`config.mk`:
```
export PLATFORM = sky130hd
export DESIGN_NAME = rvx_decoder
export DESIGN_NICKNAME = d
export VERILOG_FILES = /design/src/hdl/rvx_pkg.sv /design/src/hdl/rvx_decoder.sv
export VERILOG_INCLUDE_DIRS = /design/src /design/src/include
export SDC_FILE = /design/constraint.sdc
export NUM_CORES = 1
export LEC_CHECK = 0
export ABC_AREA = 1
export BUFFER_PORTS_ARGS = -buffer_cell sky130_fd_sc_hd__clkbuf_2
export CAP_MARGIN = 20
export CORE_ASPECT_RATIO = 1.75
export CORE_MARGIN = 1.5
export CORE_UTILIZATION = 40
export DETAILED_ROUTE_END_ITERATION = 10
export PLACE_DENSITY = 0.91
export SYNTH_ARGS = -nofsm -noshare
export SYNTH_HDL_FRONTEND = slang
export SYNTH_SLANG_ARGS = --single-unit
```
`constraint.sdc`:
```
create_clock -name vclk -period 5.05
set_input_delay 0.2525 -clock vclk [all_inputs]
set_output_delay 0.2525 -clock vclk [all_outputs]
set_load 0.1 [all_outputs]
```
`src/include/rvx_defines.svh`:
```
`ifndef RVX_DEFINES_SVH
`define RVX_DEFINES_SVH

`define XLEN        64
`define NREGS       32
`define RESET_PC    64'h0000_0000_8000_0000

// base opcodes handled by the slice
`define OPC_OP      7'b0110011
`define OPC_OP_IMM  7'b0010011
`define OPC_LUI     7'b0110111
`define OPC_AUIPC   7'b0010111
`define OPC_JAL     7'b1101111
`define OPC_JALR    7'b1100111
`define OPC_BRANCH  7'b1100011

`endif

```
`src/hdl/rvx_pkg.sv`:
```
`include "rvx_defines.svh"

package rvx_pkg;

    typedef logic [`XLEN-1:0] rvx_xword_t;

    typedef struct packed {
        logic [6:0] funct7;
        logic [4:0] rs2;
        logic [4:0] rs1;
        logic [2:0] funct3;
        logic [4:0] rd;
        logic [6:0] opcode;
    } rvx_r_t;

    typedef struct packed {
        logic [11:0] imm;
        logic [4:0]  rs1;
        logic [2:0]  funct3;
        logic [4:0]  rd;
        logic [6:0]  opcode;
    } rvx_i_t;

    typedef struct packed {
        logic [6:0] imm_hi;
        logic [4:0] rs2;
        logic [4:0] rs1;
        logic [2:0] funct3;
        logic [4:0] imm_lo;
        logic [6:0] opcode;
    } rvx_s_t;

    typedef struct packed {
        logic       imm12;
        logic [5:0] imm10_5;
        logic [4:0] rs2;
        logic [4:0] rs1;
        logic [2:0] funct3;
        logic [3:0] imm4_1;
        logic       imm11;
        logic [6:0] opcode;
    } rvx_b_t;

    typedef struct packed {
        logic [19:0] imm;
        logic [4:0]  rd;
        logic [6:0]  opcode;
    } rvx_u_t;

    typedef struct packed {
        logic       imm20;
        logic [9:0] imm10_1;
        logic       imm11;
        logic [7:0] imm19_12;
        logic [4:0] rd;
        logic [6:0] opcode;
    } rvx_j_t;

    typedef union packed {
        rvx_r_t r;
        rvx_i_t i;
        rvx_s_t s;
        rvx_b_t b;
        rvx_u_t u;
        rvx_j_t j;
    } rvx_instr_u;

    typedef enum logic [3:0] {
        ALU_ADD, ALU_SUB, ALU_SLL, ALU_SLT, ALU_SLTU, ALU_XOR,
        ALU_SRL, ALU_SRA, ALU_OR, ALU_AND, ALU_PASS_B
    } rvx_alu_op_e;

    typedef enum logic [2:0] {
        BR_NONE, BR_EQ, BR_NE, BR_LT, BR_GE, BR_LTU, BR_GEU
    } rvx_br_e;

    typedef struct packed {
        rvx_alu_op_e alu_op;
        logic        sel_a;     // 1 selects pc
        logic        sel_b;     // 1 selects imm
        logic        write_rd;
        logic        jal;
        logic        jalr;
        rvx_br_e     br;
        logic        illegal;
    } rvx_ctrl_t;

endpackage

```
`src/hdl/rvx_decoder.sv`:
```
`timescale 1ns/1ps
`include "rvx_defines.svh"

module rvx_decoder import rvx_pkg::*; (
    input  rvx_instr_u instr_i,
    output rvx_ctrl_t  ctrl_o,
    output rvx_xword_t imm_o,
    output logic [4:0] rs1_o,
    output logic [4:0] rs2_o,
    output logic [4:0] rd_o
);

    rvx_xword_t imm_i_w;
    rvx_xword_t imm_u_w;
    rvx_xword_t imm_b_w;
    rvx_xword_t imm_j_w;
    logic       wr_req;

    function automatic rvx_alu_op_e alu_from_funct(input logic [2:0] f3, input logic alt,
                                                   input logic is_reg);
        case (f3)
            3'b000:  return (alt && is_reg) ? ALU_SUB : ALU_ADD; // no subi
            3'b001:  return ALU_SLL;
            3'b010:  return ALU_SLT;
            3'b011:  return ALU_SLTU;
            3'b100:  return ALU_XOR;
            3'b101:  return alt ? ALU_SRA : ALU_SRL;
            3'b110:  return ALU_OR;
            default: return ALU_AND;
        endcase
    endfunction

    function automatic rvx_br_e br_from_funct(input logic [2:0] f3);
        case (f3)
            3'b000:  return BR_EQ;
            3'b001:  return BR_NE;
            3'b100:  return BR_LT;
            3'b101:  return BR_GE;
            3'b110:  return BR_LTU;
            3'b111:  return BR_GEU;
            default: return BR_NONE; // reserved and never taken
        endcase
    endfunction

    assign rs1_o = instr_i.r.rs1;
    assign rs2_o = instr_i.r.rs2;
    assign rd_o  = instr_i.r.rd;

    assign imm_i_w = {{(`XLEN-12){instr_i.i.imm[11]}}, instr_i.i.imm};
    assign imm_u_w = {{(`XLEN-32){instr_i.u.imm[19]}}, instr_i.u.imm, 12'b0};
    assign imm_b_w = {{(`XLEN-13){instr_i.b.imm12}}, instr_i.b.imm12, instr_i.b.imm11,
                      instr_i.b.imm10_5, instr_i.b.imm4_1, 1'b0};
    assign imm_j_w = {{(`XLEN-21){instr_i.j.imm20}}, instr_i.j.imm20, instr_i.j.imm19_12,
                      instr_i.j.imm11, instr_i.j.imm10_1, 1'b0};

    always_comb begin
        ctrl_o.alu_op  = ALU_ADD;
        ctrl_o.sel_a   = 1'b0;
        ctrl_o.sel_b   = 1'b0;
        ctrl_o.jal     = 1'b0;
        ctrl_o.jalr    = 1'b0;
        ctrl_o.br      = BR_NONE;
        ctrl_o.illegal = 1'b0;
        imm_o          = '0;
        wr_req         = 1'b0;
        case (instr_i.r.opcode)
            `OPC_OP: begin
                ctrl_o.alu_op = alu_from_funct(instr_i.r.funct3, instr_i.r.funct7[5], 1'b1);
                wr_req        = 1'b1;
            end
            `OPC_OP_IMM: begin
                ctrl_o.alu_op = alu_from_funct(instr_i.i.funct3, instr_i.r.funct7[5], 1'b0);
                ctrl_o.sel_b  = 1'b1;
                imm_o         = imm_i_w;
                wr_req        = 1'b1;
            end
            `OPC_LUI: begin
                ctrl_o.alu_op = ALU_PASS_B;
                ctrl_o.sel_b  = 1'b1;
                imm_o         = imm_u_w;
                wr_req        = 1'b1;
            end
            `OPC_AUIPC: begin
                ctrl_o.sel_a = 1'b1;
                ctrl_o.sel_b = 1'b1;
                imm_o        = imm_u_w;
                wr_req       = 1'b1;
            end
            `OPC_JAL: begin
                ctrl_o.jal = 1'b1;
                imm_o      = imm_j_w;
                wr_req     = 1'b1; // link value
            end
            `OPC_JALR: begin
                ctrl_o.jalr = 1'b1;
                imm_o       = imm_i_w;
                wr_req      = 1'b1;
            end
            `OPC_BRANCH: begin
                ctrl_o.br = br_from_funct(instr_i.b.funct3);
                imm_o     = imm_b_w;
            end
            default: ctrl_o.illegal = 1'b1;
        endcase
        ctrl_o.write_rd = wr_req && (rd_o != 5'd0); // x0 writes dropped here
    end

endmodule

```
==> out/results.txt <==
Status -> finished, final reports clean
DR pass1 iterations -> 4
Final hold violation count -> 0
Mapped Area -> 1150 µm²
Port-buffer cells -> 124
Routability Congestion -> 0.813
Nets -> 332
Detail Placement HPWL -> 2.73 mm
All-layer global routing usage -> 17.9%
Crit-path max cell delay -> 750 ps
Worst-margin pin slew -> 791 ps
Synth Area in Simple Gates -> 54.4%
Post-CTS sizing -> 0
Seq/Total Area, Yosys -> 0%
# IOs -> 124
# diodes -> 0
Combinational Power Share -> 100.0%
WS Path Type -> in2out
Commonest non-fill, non-tap cells in the layout -> 124 x clkbuf_2, 92 x nand2_1, 29 x nand3_1
CP Capture Type -> output port
Adder-cell share of the synthesized area -> 0%
Final core occ -> 51.1%
Peak Freq -> 0.320 GHz
CP delay by family, top -> simple AND/OR/NAND/NOR gates
Bufs and invs on worst path -> 3
Syn nets -> 262
Final setup viols -> 0
Cell with the most instances on the worst path -> nand2_1
CLK BUF -> 0
Count of cell types in the netlist -> 19
Hold_buf cts -> 0
Die X -> 43.6 µm
Vias in the first global route -> 1124
Die Footprint -> 3230 µm²
Final min period -> 3120 ps
Rows -> 25
Starting density of the core -> 42.4%
Pint -> 24.4 µW
Routed wire per std cell -> 9.90 µm
Worst min path class -> in2out
Grt ovf -> 0
Worst-path fanout max -> 33
Post-Synth XOR/XNOR Area -> 0%
Initial antenna violation count -> 0
Final worst path period share -> 61.8%
Layout cells sized above 1 -> 44.0%
CP startpoint kind -> primary input
Required @ worst endpoint -> 4800 ps
Crit-path cells -> clkbuf_2, inv_1, nand2_1, nor2_2, nand2_2, nand3_1, nand2_1, nand2_1, clkbuf_2
DIE HEIGHT -> 74.0 µm
Synth Area in Compound Gates -> 1.52%
Slowest-stage cell, CP -> nand2_1
Critical path data arrival time -> 2870 ps
Max_slew headroom -> 47.2%
CORE AREA -> 2720 µm²
Final-report max-slew violation count -> 0
Pwr Total -> 176 µW
Mux contribution to synthesized area -> 0%
Clk pwr share -> 0%
Area grow syn2layout -> 20.5%
Largest net degree at the start of global routing -> 34
Total number of vias -> 1572
Final ANT Viol Nets -> 0
Max-cap violations -> 0
Register area -> 0 µm²
Post CTS Setup Buffer Count -> 0
Sw Share -> 86.1%
Pleak -> 0.00109 µW
Reg power frac -> 0%
Cells after Synth -> 230
DR DRC count -> 0
Net Sw Power -> 151 µW
Seq cells -> 0
Most common cell after layout, fill and taps aside -> clkbuf_2
Largest family of logic cells by synthesized area -> simple AND/OR/NAND/NOR gates
Synth Warn # -> 0
Drt first-iter violations -> 22
Post-Syn Area per Cell -> 5.02 µm²
Vias/cell -> 4.84
Maximum vdd drop -> 0.0764 mV
Unrepaired setup endpoints after global routing -> no
TNS Setup -> 0 ps
Total Wirelength -> 3.22 mm
Global-route wire length before repair -> 4.74 mm
Pwr/cell area -> 126 nW/µm²
## synth_stat cells
cell,number,share of area (%)
a21boi_0,1,0.65
nor2_2,1,0.54
nor3b_1,2,1.3
inv_1,22,7.2
nand2_1,92,30
buf_2,3,1.3
nand2_2,3,1.6
nor3_1,5,2.2
nand3_1,29,13
buf_4,50,33
nand4_1,1,0.54
clkbuf_2,1,0.43
nor4_1,1,0.54
o21ai_0,2,0.87
inv_2,2,0.65
nand3b_1,1,0.65
nor2_1,11,3.6
buf_6,2,2.0
nor2_4,1,0.98
## routing by layer
layer | vias up | track usage, % | wire [µm]
met5 | - | 0 | 0
met4 | 0 | 4.04 | 76
met3 | 8 | 1.46 | 296
met2 | 95 | 35.9 | 1710
met1 | 670 | 19.3 | 1140
li1 | 799 | - | -
## power groups by stage
stage	Clock [µW]	Sequential (µW)	Combinational, µW
floorplan	0	0	155
global route	0	0	183
CTS	0	0	176
global placement	0	0	175
finish	0	0	176
detailed placement	0	0	176
## cells by family (layout without fill, tap and decap cells)
group | Yosys count | in the layout
AOI/OAI and AO/OA | 3 | 3
buffers and inverters | 80 | 148
and+or+nand+nor | 147 | 147
## final timing paths
kind / startpoint / endpoint / cells after the start
max: instr_i[3] / imm_o[52] / 9
min: instr_i[15] / rs1_o[0] / 2
## stage by stage
step	setup slack (ps)	area, µm²	instances	hold WS [ps]
floorplan	1530	1150	230	717
global placement	2040	1390	325	953
detailed placement	1920	1390	325	954
CTS	1920	1390	325	954
global route	1580	1390	325	962
finish	1930	1390	325	953
## area by class of cell
class                      instances  area, µm²
multi-input combinational        150        646
tap                               27       33.8
timing repair buffer             124        621
inverter                          24       90.1
fill                             304       1330
Power figures use the tool's default switching activity.
