$ cat config.mk
export PLATFORM = sky130hd
export DESIGN_NAME = rvx_regfile
export DESIGN_NICKNAME = d
export VERILOG_FILES = /design/src/hdl/rvx_pkg.sv /design/src/hdl/rvx_regfile.sv
export VERILOG_INCLUDE_DIRS = /design/src /design/src/include
export SDC_FILE = /design/constraint.sdc
export NUM_CORES = 2
export LEC_CHECK = 0
export ABC_CLOCK_PERIOD_IN_PS = 2800
export BUFFER_PORTS_ARGS = -buffer_cell sky130_fd_sc_hd__buf_4
export CAP_MARGIN = 25
export CORE_MARGIN = 10
export CORE_UTILIZATION = 55
export DETAILED_ROUTE_END_ITERATION = 10
export PLACE_DENSITY = 0.71
export SYNTH_ARGS = -nofsm -noshare
export SYNTH_HDL_FRONTEND = slang
export SYNTH_SLANG_ARGS = --single-unit
export TNS_END_PERCENT = 1
$ cat constraint.sdc
create_clock -name clk -period 2.8 [get_ports clk]
set_input_delay 0.14 -clock clk [delete_from_list [all_inputs] [get_ports clk]]
set_output_delay 0.14 -clock clk [all_outputs]
set_load 0.005 [all_outputs]
$ cat src/include/rvx_defines.svh
`ifndef RVX_DEFINES_SVH
`define RVX_DEFINES_SVH

`define XLEN        64
`define NREGS       32
`define RESET_PC    64'h0000_0000_8000_0000

// base opcodes handled by the slice
`define OPC_OP      7'b0110011
`define OPC_OP_IMM  7'b0010011
`define OPC_LUI     7'b0110111
`define OPC_AUIPC   7'b0010111
`define OPC_JAL     7'b1101111
`define OPC_JALR    7'b1100111
`define OPC_BRANCH  7'b1100011

`endif

$ cat src/hdl/rvx_pkg.sv
`include "rvx_defines.svh"

package rvx_pkg;

    typedef logic [`XLEN-1:0] rvx_xword_t;

    typedef struct packed {
        logic [6:0] funct7;
        logic [4:0] rs2;
        logic [4:0] rs1;
        logic [2:0] funct3;
        logic [4:0] rd;
        logic [6:0] opcode;
    } rvx_r_t;

    typedef struct packed {
        logic [11:0] imm;
        logic [4:0]  rs1;
        logic [2:0]  funct3;
        logic [4:0]  rd;
        logic [6:0]  opcode;
    } rvx_i_t;

    typedef struct packed {
        logic [6:0] imm_hi;
        logic [4:0] rs2;
        logic [4:0] rs1;
        logic [2:0] funct3;
        logic [4:0] imm_lo;
        logic [6:0] opcode;
    } rvx_s_t;

    typedef struct packed {
        logic       imm12;
        logic [5:0] imm10_5;
        logic [4:0] rs2;
        logic [4:0] rs1;
        logic [2:0] funct3;
        logic [3:0] imm4_1;
        logic       imm11;
        logic [6:0] opcode;
    } rvx_b_t;

    typedef struct packed {
        logic [19:0] imm;
        logic [4:0]  rd;
        logic [6:0]  opcode;
    } rvx_u_t;

    typedef struct packed {
        logic       imm20;
        logic [9:0] imm10_1;
        logic       imm11;
        logic [7:0] imm19_12;
        logic [4:0] rd;
        logic [6:0] opcode;
    } rvx_j_t;

    typedef union packed {
        rvx_r_t r;
        rvx_i_t i;
        rvx_s_t s;
        rvx_b_t b;
        rvx_u_t u;
        rvx_j_t j;
    } rvx_instr_u;

    typedef enum logic [3:0] {
        ALU_ADD, ALU_SUB, ALU_SLL, ALU_SLT, ALU_SLTU, ALU_XOR,
        ALU_SRL, ALU_SRA, ALU_OR, ALU_AND, ALU_PASS_B
    } rvx_alu_op_e;

    typedef enum logic [2:0] {
        BR_NONE, BR_EQ, BR_NE, BR_LT, BR_GE, BR_LTU, BR_GEU
    } rvx_br_e;

    typedef struct packed {
        rvx_alu_op_e alu_op;
        logic        sel_a;     // 1 selects pc
        logic        sel_b;     // 1 selects imm
        logic        write_rd;
        logic        jal;
        logic        jalr;
        rvx_br_e     br;
        logic        illegal;
    } rvx_ctrl_t;

endpackage

$ cat src/hdl/rvx_regfile.sv
`timescale 1ns/1ps
`include "rvx_defines.svh"

module rvx_regfile import rvx_pkg::*; (
    input  logic       clk,
    input  logic       reset_i,
    input  logic [4:0] rs1_i,
    input  logic [4:0] rs2_i,
    output rvx_xword_t rs1_val_o,
    output rvx_xword_t rs2_val_o,
    input  logic       we_i,
    input  logic [4:0] wa_i,
    input  rvx_xword_t wd_i
);

    rvx_xword_t regs [`NREGS];

    always_ff @(posedge clk) begin
        if (reset_i) begin
            for (int k = 0; k < `NREGS; k++) begin
                regs[k] <= '0;
            end
        end else if (we_i) begin
            regs[wa_i] <= wd_i;
        end
    end

    // write-first, so a result retiring now feeds the instruction in decode
    assign rs1_val_o = (rs1_i == 5'd0)               ? '0   :
                       (we_i && (wa_i == rs1_i))     ? wd_i : regs[rs1_i];
    assign rs2_val_o = (rs2_i == 5'd0)               ? '0   :
                       (we_i && (wa_i == rs2_i))     ? wd_i : regs[rs2_i];

    a_no_x0_write: assert property (@(posedge clk) disable iff (reset_i) we_i |-> wa_i != 5'd0)
        else $error("register file write to x0");

endmodule

==> impl_metrics.py <==
metrics = {
    "outcome": {
        "outcome": "finished, violations left",
        "violations": "setup timing",
    },
    "finish": {
        "area_growth_pct": 13.8,
        "largest_reg_flops": 2048,
        "design_area_um2": 124000,
        "post_route_cells_drive_above_1_share_pct": 28.0,
        "largest_register": "regs",
        "largest_registers": "regs x2048",
        "fin_nets": 7166,
        "utilization_pct": 63.2,
    },
    "floorplan": {
        "start_util_pct": 55.5,
        "die_h_um": 464,
        "row_count": 162,
        "die_w_um": 464,
        "core-area_um2": 196000,
        "io_pins": 210,
        "die-area_um2": 215000,
    },
    "clock_network": {
        "htreeDepth": 4,
        "root_buffer": "clkbuf_16",
        "numCtsBuffers": 213,
        "numClockSinks": 2048,
        "clk_pin_slew_worst_paths_ns": 0.07,
        "cts_tree": "yes",
        "cts_buffer_depth": 3,
    },
    "worst_setup_path": {
        "worstPathMaxFanout": 2,
        "cp-end-kind": "primary output",
        "cp_data_required_time_ns": 2.66,
        "path_class": "reg2out",
        "critical_path_arrival_ns": 2.88,
        "worst_setup_path_start_kind": "flip-flop",
    },
    "sta": {
        "fin_ws_ns": -0.225,
        "hold_violations": 0,
        "hold_ws_ns": 0.154,
        "worst_slew_pin_slew_ns": 0.914,
        "grt_setup_unrepaired": "yes",
        "setup-violations-final": 25,
        "fmax_mhz": 331,
        "fin_tns_setup_ns": -2.49,
        "slew_viol_final": 0,
        "fin_crit_sh_pct": 108,
        "relSlewSlack_pct": 39.0,
        "fin_crit_ns": 3.02,
    },
    "synth": {
        "ys.flop_type": "edfxtp_1",
        "ys_seq_area_share_pct": 56.7,
        "synthArstFlopShare_pct": 0,
        "syn_area_um2": 109000,
        "synth-seq-cells": 2048,
        "synth_edf_count": 2048,
        "ys_warn_count": 0,
        "synth.avg_cell_area_um2": 15.4,
        "netlist_instances": 7026,
        "ys_types": 47,
        "syn_nets": 7108,
    },
    "worst_hold_path": {
        "min_from": "wa_i[1]",
        "hold_path_class": "in2reg",
        "whs_endpoint": "regs[22][4]",
        "min_path_cells": 5,
    },
    "run": {
        "drv_cap": 0,
    },
    "global_routing": {
        "grt_antenna_before_repair": 44,
        "gr-usage-all-layers_pct": 37.4,
        "grt_pass1_wl_um": 567000,
        "gr-total-overflow": 0,
        "grt_max_degree": 90,
        "grt_pass1_vias": 73100,
    },
    "place": {
        "dpl.hpwl_um": 222000,
        "port_buffers": 209,
        "placed_area_um2": 116000,
        "globalplace.congestion": 0.885,
    },
    "routing": {
        "drtPass1Iterations": 8,
        "vias_per_cell": 7.49,
        "drt_iter0_markers": 15400,
        "totalWireLength_um": 411000,
        "antenna_left": 0,
        "drc": 0,
        "post_drt_wl_per_cell_um": 41.4,
        "vias": 74300,
    },
    "power": {
        "powerDensity_nw_per_um2": 598,
        "ir_drop_mv": 0.732,
        "p_leak_nw": 42.7,
    },
}
synthesized netlist by cell type (2+ instances only):
| cell | count | area [um2] |
|---|---|---|
| buf_2 | 147 | 736 |
| or2_2 | 32 | 200 |
| buf_4 | 41 | 308 |
| o22ai_1 | 212 | 1330 |
| nor2_1 | 43 | 161 |
| a22oi_1 | 101 | 758 |
| o2111ai_1 | 10 | 87.6 |
| clkbuf_1 | 562 | 2110 |
| a32o_1 | 2 | 20.0 |
| a22o_1 | 118 | 1030 |
| o211ai_1 | 3 | 22.5 |
| nand2b_1 | 18 | 113 |
| nand3_1 | 47 | 235 |
| nand2_1 | 89 | 334 |
| o21ai_0 | 7 | 35.0 |
| inv_1 | 2 | 7.51 |
| mux4_2 | 1015 | 22900 |
| nor3_1 | 32 | 160 |
| a211oi_1 | 50 | 375 |
| buf_1 | 32 | 120 |
| nand3b_1 | 6 | 45.0 |
| a211o_1 | 7 | 61.3 |
| a31oi_1 | 2 | 12.5 |
| xor2_1 | 4 | 35.0 |
| or3_1 | 7 | 43.8 |
| o221ai_1 | 13 | 114 |
| mux2_2 | 9 | 101 |
| buf_6 | 17 | 191 |
| a32oi_1 | 4 | 35.0 |
| nor3b_1 | 2 | 15.0 |
| and3b_1 | 2 | 17.5 |
| mux2i_1 | 184 | 1840 |
| nor2b_1 | 8 | 50.1 |
| a21oi_1 | 43 | 215 |
| nor4_1 | 35 | 219 |
| and2_1 | 2051 | 12800 |
| xnor2_1 | 6 | 52.6 |
| edfxtp_1 | 2048 | 61500 |
| o211a_1 | 7 | 70.1 |
report_power, final:
part / total, W / switching (W) / internal, W
clock: 0.0276 / 0.0126 / 0.0150
sequential: 0.0362 / 0.000858 / 0.0354
combinational: 0.0100 / 0.00555 / 0.00445
total: 0.0739 / 0.0190 / 0.0549
cell type report:
| type | instances | area (um2) |
|---|---|---|
| Tap cell | 2624 | 3280 |
| Sequential cell | 2048 | 61500 |
| Timing Repair Buffer | 642 | 7620 |
| Antenna cell | 36 | 90.1 |
| Fill cell | 13700 | 72100 |
| Inverter | 2 | 7.51 |
| Multi-Input combinational cell | 4177 | 44400 |
| Clock inverter | 124 | 1080 |
| Clock buffer | 266 | 5530 |
how the worst max path moves through the flow:
stage	start	to	depth (start not counted)
5_1_grt	regs[23][22]	rs1_val_o[22]	6
3_3_place_gp	rs1_i[0]	rs1_val_o[47]	7
6_report	regs[19][21]	rs1_val_o[21]	5
3_5_place_dp	rs1_i[0]	rs1_val_o[47]	7
2_1_floorplan	wa_i[2]	regs[5][0]	5
4_1_cts	regs[23][54]	rs1_val_o[54]	6
placed cells by master (no fill, tap or decap), types with 31 or more instances in the layout:
cell type / instances
a211oi_1: 48
a21oi_1: 37
a22o_1: 106
a22oi_1: 95
and2_1: 2048
buf_12: 203
buf_4: 354
clkbuf_1: 53
clkbuf_16: 213
clkinv_1: 55
clkinv_2: 38
diode_2: 36
dlygate4sd3_1: 65
edfxtp_1: 2048
mux2i_1: 182
mux4_2: 1015
nand2_1: 84
nand3_1: 42
nor2_4: 35
nor3_1: 31
o22ai_1: 206
or2_4: 32
layer usage:
metal  share of wire [%]  vias to the layer above  GRT usage (%)  routed length, um
met5               0.039                        -              0                160
met4                 7.7                       18           24.6              31700
met3                  17                     1819           12.8              68200
met2                  44                     7810           54.9             180000
met1                  32                    37200           47.4             131000
li1                    -                    27400              -                  -
per-stage QoR:
step	power, W	setup WS (ns)	std cells
after floorplan	0.0420	0.327	7026
after global placement	0.0461	-0.214	9426
after detailed placement	0.0463	-0.188	9426
after CTS	0.0734	-0.220	9882
after global routing	0.0753	-0.232	9892
final	0.0739	-0.225	9919
timing repair:
| item | 4_1_cts | 5_1_grt |
|---|---|---|
| endpoints found under the hold margin | 2074 | 0 |
| gates resized for setup | 47 | 44 |
| setup buffers | 1 | 1 |
| pin swaps | 12 | 11 |
| endpoints found under the setup margin | 37 | 40 |
| hold buffers | 65 | 0 |
critical path, stage by stage (launching register included):
cell	delay [ns]
edfxtp_1	0.42
mux4_2	0.47
mux4_2	0.45
nand2b_1	0.20
a22o_1	0.26
buf_4	0.16
cell families after synthesis:
logic type	synth area share, %
simple gates	13.3
flops	56.7
mux	22.9
buf+inv	3.20
compound gates	3.87
xor+xnor	0.0807
No activity file was read; power rests on OpenSTA's default activity.
