===== src/include/rvx_defines.svh =====
`ifndef RVX_DEFINES_SVH
`define RVX_DEFINES_SVH

`define XLEN        64
`define NREGS       32
`define RESET_PC    64'h0000_0000_8000_0000

// base opcodes handled by the slice
`define OPC_OP      7'b0110011
`define OPC_OP_IMM  7'b0010011
`define OPC_LUI     7'b0110111
`define OPC_AUIPC   7'b0010111
`define OPC_JAL     7'b1101111
`define OPC_JALR    7'b1100111
`define OPC_BRANCH  7'b1100011

`endif


===== src/hdl/rvx_pkg.sv =====
`include "rvx_defines.svh"

package rvx_pkg;

    typedef logic [`XLEN-1:0] rvx_xword_t;

    typedef struct packed {
        logic [6:0] funct7;
        logic [4:0] rs2;
        logic [4:0] rs1;
        logic [2:0] funct3;
        logic [4:0] rd;
        logic [6:0] opcode;
    } rvx_r_t;

    typedef struct packed {
        logic [11:0] imm;
        logic [4:0]  rs1;
        logic [2:0]  funct3;
        logic [4:0]  rd;
        logic [6:0]  opcode;
    } rvx_i_t;

    typedef struct packed {
        logic [6:0] imm_hi;
        logic [4:0] rs2;
        logic [4:0] rs1;
        logic [2:0] funct3;
        logic [4:0] imm_lo;
        logic [6:0] opcode;
    } rvx_s_t;

    typedef struct packed {
        logic       imm12;
        logic [5:0] imm10_5;
        logic [4:0] rs2;
        logic [4:0] rs1;
        logic [2:0] funct3;
        logic [3:0] imm4_1;
        logic       imm11;
        logic [6:0] opcode;
    } rvx_b_t;

    typedef struct packed {
        logic [19:0] imm;
        logic [4:0]  rd;
        logic [6:0]  opcode;
    } rvx_u_t;

    typedef struct packed {
        logic       imm20;
        logic [9:0] imm10_1;
        logic       imm11;
        logic [7:0] imm19_12;
        logic [4:0] rd;
        logic [6:0] opcode;
    } rvx_j_t;

    typedef union packed {
        rvx_r_t r;
        rvx_i_t i;
        rvx_s_t s;
        rvx_b_t b;
        rvx_u_t u;
        rvx_j_t j;
    } rvx_instr_u;

    typedef enum logic [3:0] {
        ALU_ADD, ALU_SUB, ALU_SLL, ALU_SLT, ALU_SLTU, ALU_XOR,
        ALU_SRL, ALU_SRA, ALU_OR, ALU_AND, ALU_PASS_B
    } rvx_alu_op_e;

    typedef enum logic [2:0] {
        BR_NONE, BR_EQ, BR_NE, BR_LT, BR_GE, BR_LTU, BR_GEU
    } rvx_br_e;

    typedef struct packed {
        rvx_alu_op_e alu_op;
        logic        sel_a;     // 1 selects pc
        logic        sel_b;     // 1 selects imm
        logic        write_rd;
        logic        jal;
        logic        jalr;
        rvx_br_e     br;
        logic        illegal;
    } rvx_ctrl_t;

endpackage


===== src/hdl/id_ex_if.sv =====
`timescale 1ns/1ps

interface id_ex_if import rvx_pkg::*; (
    input logic clk,
    input logic reset_i
);

    logic       valid;
    rvx_ctrl_t  ctrl;
    rvx_xword_t pc;
    rvx_xword_t imm;
    rvx_xword_t rs1_val;
    rvx_xword_t rs2_val;
    logic [4:0] rd;

    modport dec (output valid, ctrl, pc, imm, rs1_val, rs2_val, rd);

    modport reg_in (input valid, ctrl, pc, imm, rs1_val, rs2_val, rd);

    modport reg_out (output valid, ctrl, pc, imm, rs1_val, rs2_val, rd);

    modport ex (input clk, reset_i, valid, ctrl, pc, imm, rs1_val, rs2_val, rd);

endinterface


===== src/hdl/rvx_id_ex.sv =====
`timescale 1ns/1ps

module rvx_id_ex (
    input logic     clk,
    input logic     reset_i,
    input logic     hold_i,
    input logic     flush_i,
    input logic     load_i,
    id_ex_if.reg_in  d,
    id_ex_if.reg_out q
);

    always_ff @(posedge clk) begin
        if (reset_i || flush_i) begin
            q.valid <= 1'b0; // drops whatever decode offered
        end else if (!hold_i) begin
            q.valid <= load_i && d.valid;
        end
    end

    always_ff @(posedge clk) begin
        if (!hold_i) begin
            q.ctrl    <= d.ctrl;
            q.pc      <= d.pc;
            q.imm     <= d.imm;
            q.rs1_val <= d.rs1_val;
            q.rs2_val <= d.rs2_val;
            q.rd      <= d.rd;
        end
    end

    // hold only with a stalled result, flush only with a consumed one
    a_hold_flush_excl: assert property (@(posedge clk) disable iff (reset_i)
                                        !(hold_i && flush_i))
        else $error("id/ex hold and flush both asserted");

endmodule


===== src/flat_wrapper.sv =====
// flat-port wrapper written by rule: the top's interface ports become plain ports
module rvx_id_ex_flat 
  (clk, reset_i, hold_i, flush_i, load_i, d_valid, d_ctrl, d_pc, d_imm, d_rs1_val, d_rs2_val, d_rd, q_valid, q_ctrl, q_pc, q_imm, q_rs1_val, q_rs2_val, q_rd);
  id_ex_if d_i (.clk(clk), .reset_i(reset_i));
  id_ex_if q_i (.clk(clk), .reset_i(reset_i));
  input logic clk;
  input logic reset_i;
  input logic hold_i;
  input logic flush_i;
  input logic load_i;
  input wire logic [$bits(d_i.valid)-1:0] d_valid;
  input wire logic [$bits(d_i.ctrl)-1:0] d_ctrl;
  input wire logic [$bits(d_i.pc)-1:0] d_pc;
  input wire logic [$bits(d_i.imm)-1:0] d_imm;
  input wire logic [$bits(d_i.rs1_val)-1:0] d_rs1_val;
  input wire logic [$bits(d_i.rs2_val)-1:0] d_rs2_val;
  input wire logic [$bits(d_i.rd)-1:0] d_rd;
  output wire logic [$bits(q_i.valid)-1:0] q_valid;
  output wire logic [$bits(q_i.ctrl)-1:0] q_ctrl;
  output wire logic [$bits(q_i.pc)-1:0] q_pc;
  output wire logic [$bits(q_i.imm)-1:0] q_imm;
  output wire logic [$bits(q_i.rs1_val)-1:0] q_rs1_val;
  output wire logic [$bits(q_i.rs2_val)-1:0] q_rs2_val;
  output wire logic [$bits(q_i.rd)-1:0] q_rd;
  assign d_i.valid = d_valid;
  assign d_i.ctrl = d_ctrl;
  assign d_i.pc = d_pc;
  assign d_i.imm = d_imm;
  assign d_i.rs1_val = d_rs1_val;
  assign d_i.rs2_val = d_rs2_val;
  assign d_i.rd = d_rd;
  assign q_valid = q_i.valid;
  assign q_ctrl = q_i.ctrl;
  assign q_pc = q_i.pc;
  assign q_imm = q_i.imm;
  assign q_rs1_val = q_i.rs1_val;
  assign q_rs2_val = q_i.rs2_val;
  assign q_rd = q_i.rd;
  rvx_id_ex u_core (.clk(clk), .reset_i(reset_i), .hold_i(hold_i), .flush_i(flush_i), .load_i(load_i), .d(d_i), .q(q_i));
endmodule

===== config.mk =====
export PLATFORM = sky130hd
export DESIGN_NAME = rvx_id_ex_flat
export DESIGN_NICKNAME = d
export VERILOG_FILES = /design/src/hdl/rvx_pkg.sv /design/src/hdl/id_ex_if.sv /design/src/hdl/rvx_id_ex.sv /design/src/flat_wrapper.sv
export VERILOG_INCLUDE_DIRS = /design/src /design/src/include
export SDC_FILE = /design/constraint.sdc
export NUM_CORES = 1
export LEC_CHECK = 0
export BUFFER_PORTS_ARGS = -buffer_cell sky130_fd_sc_hd__buf_4
export CAP_MARGIN = 20
export CELL_PAD_IN_SITES_DETAIL_PLACEMENT = 0
export CELL_PAD_IN_SITES_GLOBAL_PLACEMENT = 2
export CORE_AREA = 2 2 215 217
export DETAILED_ROUTE_END_ITERATION = 8
export DIE_AREA = 0 0 217 219
export HOLD_SLACK_MARGIN = 0.08
export PLACE_DENSITY_LB_ADDON = 0.1
export SYNTH_ARGS = -nofsm -noshare
export SYNTH_HDL_FRONTEND = slang
export SYNTH_SLANG_ARGS = --single-unit

===== constraint.sdc =====
create_clock -name clk -period 6 [get_ports clk]
set_input_delay 0.3 -clock clk [delete_from_list [all_inputs] [get_ports clk]]
set_output_delay 0.3 -clock clk [all_outputs]
set_load 0.05 [all_outputs]

==> impl_metrics.toml <==
[detailed_routing]
drt-vias-per-instance = 3.46
drt_drc_violations_left = 0
firstDrtPassIters = 4
drtAntennaViolNets = 0
totalWireLength_microns = 29600
route.vias.total = 6138
detail_route.wl_per_cell_microns = 16.7
dr.first_iter.drc_count = 219

[placed_design]
port_buffers = 554
post-dp-hpwl_microns = 21700
gp_congestion = 0.733
placement.cell_area_sq_um = 13200

[clocking]
htree_num_levels = 2
clk_latency_ns = 0.51
clock_tree.buffer_depth = 3
clk_pin_slew_ns = 0.06
ctsHoldBuffers = 276
cts_resized = 0
cts_made_buffers = 35
cts.root.buffer_cell = "sky130_fd_sc_hd__clkbuf_16"
clock_sink_count = 275
tritoncts = "done"
postCtsSetupBuffers = 0

[flow_run]
drv.max_cap_violation_count = 0

[synthesis]
postSynthNetCount = 559
synth_top_flop_cell = "sky130_fd_sc_hd__edfxtp_1"
post_synth.cell_area_avg_sq_um = 29.7
synth_sequential_area_ratio_pct = 99.5
synth-edff-count = 274
yosysUniqueCellTypes = 6
synthesis.instances = 279
synth_async_sr_flop_share_pct = 0
yosys_warnings = 0
yosys.area.top_type_share_pct = 99.3
synthDominantAreaCellType = "sky130_fd_sc_hd__edfxtp_1"
ys_ff_latch = 275
mappedNetlistArea_sq_um = 8290
ys_top_cells_by_area = "sky130_fd_sc_hd__edfxtp_1 (99%), sky130_fd_sc_hd__dfxtp_1 (0.24%), sky130_fd_sc_hd__nand3b_4 (0.24%), sky130_fd_sc_hd__a211oi_2 (0.15%), sky130_fd_sc_hd__inv_1 (0.045%)"
synthMostInstantiatedCell = "sky130_fd_sc_hd__edfxtp_1"

[timing]
final.period_utilization_pct = 24.3
finClkSkew_ns = 0
setup-tns-final_ns = 0
slew_headroom_pct = 37.9
tightest_slew_ns = 0.932
drv_slew = 0
final.min_clock_period_ns = 1.46
finalHoldWorstSlack_ns = 0.492
final_number_of_hold_violating_endpoints = 0
clock.fmax_mhz = 686
grt_setup_unrepaired = "false"
setup_violation_total_in_the_final_timing_report = 0

[global_route]
grt_max_degree = 141
first_global_vias = 6777
grt_first_pass_wirelength_microns = 41900
antenna_found_initial = 2
globalRouteOverflowTotal = 0
groute.usage.overall_pct = 12.0

[cells_and_area]
fin_nets = 1428
fin_area_sq_um = 17100
synthToLayoutAreaGrowth_pct = 106
final_layout_size_suffix_gt1_share_pct = 51.5

[worst_setup_path]
crit_path_top_delay_cell = "sky130_fd_sc_hd__edfxtp_1"
cpPeakStageDelay_ns = 0.42
critical_path_peak_fanout = 1
worstSetupStartpointType = "flip-flop"
timing_worst_setup_path_type = "flip-flop to primary output"
cpLargestDelayFamily = "flip-flops"
worst-endpoint-arrival_ns = 1.16
crit_buf_inv = 1
critical_path_cell_list = "buf_4"
cp_capture_type = "primary output"
worst-endpoint-required_ns = 5.70

[pwr]
cellLeakagePower_nw = 7.05
power_density_nw_per_um2 = 315
power.ir.vdd_worst_uv = 202
total_power_mw = 5.38

[run_status]
outcome = "complete, no violations"

[floorplan]
core_region_area_sq_um = 45100
floorplan.die.height_microns = 219
die-area_sq_um = 47500
io-pin-count = 555
initial_util_pct = 18.4
std_cell_rows = 78
dieWidth_microns = 217

[worst_hold_path]
hold_path_class = "input port to flip-flop"
-- sequential cells by signal, indices dropped and copies added, names as in the netlist --
signal / flops
u_core.q.ctrl: 13
u_core.q.imm: 64
u_core.q.pc: 64
u_core.q.rd: 5
u_core.q.rs1_val: 64
u_core.q.rs2_val: 64
u_core.q.valid: 1
-- routing by layer --
layer  vias up  GRT usage (%)  routed length (microns)  share of wire (%)
met4         0           4.93                      844                2.9
li1       2892              -                        -                  -
met3        50           4.84                     2990                 10
met5         -              0                        0                  0
met1      2878           12.1                    10000                 34
met2       318           21.8                    15700                 53
-- worst paths after layout --
check / startpoint / end / slack [ns] / depth (start not counted)
setup / recovery: u_core.q.rs1_val[25] / q_rs1_val[25] / 4.54 / 1
hold reg to reg: u_core.q.valid / u_core.q.valid / 1.03 / 3
setup reg to reg: u_core.q.valid / u_core.q.valid / 4.83 / 3
hold / removal: d_pc[8] / u_core.q.pc[8] / 0.49 / 2
-- stage by stage --
step           setup WS [ns]  std cells  util, %
2_1_floorplan           1.29        279        -
4_1_cts                 4.48       1771     37.8
3_3_place_gp            4.38       1435     29.4
3_5_place_dp            4.39       1435     29.4
5_1_grt                 4.49       1772     37.8
6_report                4.54       1773     37.8
-- layout by cell type (no fill, tap or decap), drive strengths merged --
cell / instances
buf: 556
dlygate4sd3: 276
edfxtp: 274
clkbuf: 46
clkinv: 12
diode: 2
clkinvlp: 2
nand2: 1
nand3b: 1
a211oi: 1
bufinv: 1
dfxtp: 1
-- cell families after synthesis --
kind of cell           synth area share, %
buffers and inverters               0.0452
AO/OA/AOI/OAI                        0.151
AND/OR/NAND/NOR                      0.287
flip-flops                            99.5
-- power breakdown --
group          internal [mW]  switching (mW)  total (mW)
combinational          0.413           0.704        1.12
clock                   1.16           0.775        1.94
sequential              2.29          0.0394        2.33
total                   3.86            1.52        5.38
-- cell type report --
cell class | count | area, sq um
Clock buffer | 46 | 960
Inverter | 1 | 7.51
Antenna cell | 2 | 5.00
Multi-Input combinational cell | 3 | 36.3
Sequential cell | 275 | 8250
Clock inverter | 14 | 88.8
Timing Repair Buffer | 832 | 6960
Tap cell | 600 | 751
Fill cell | 4365 | 28000
Power figures use the tool's default switching activity.
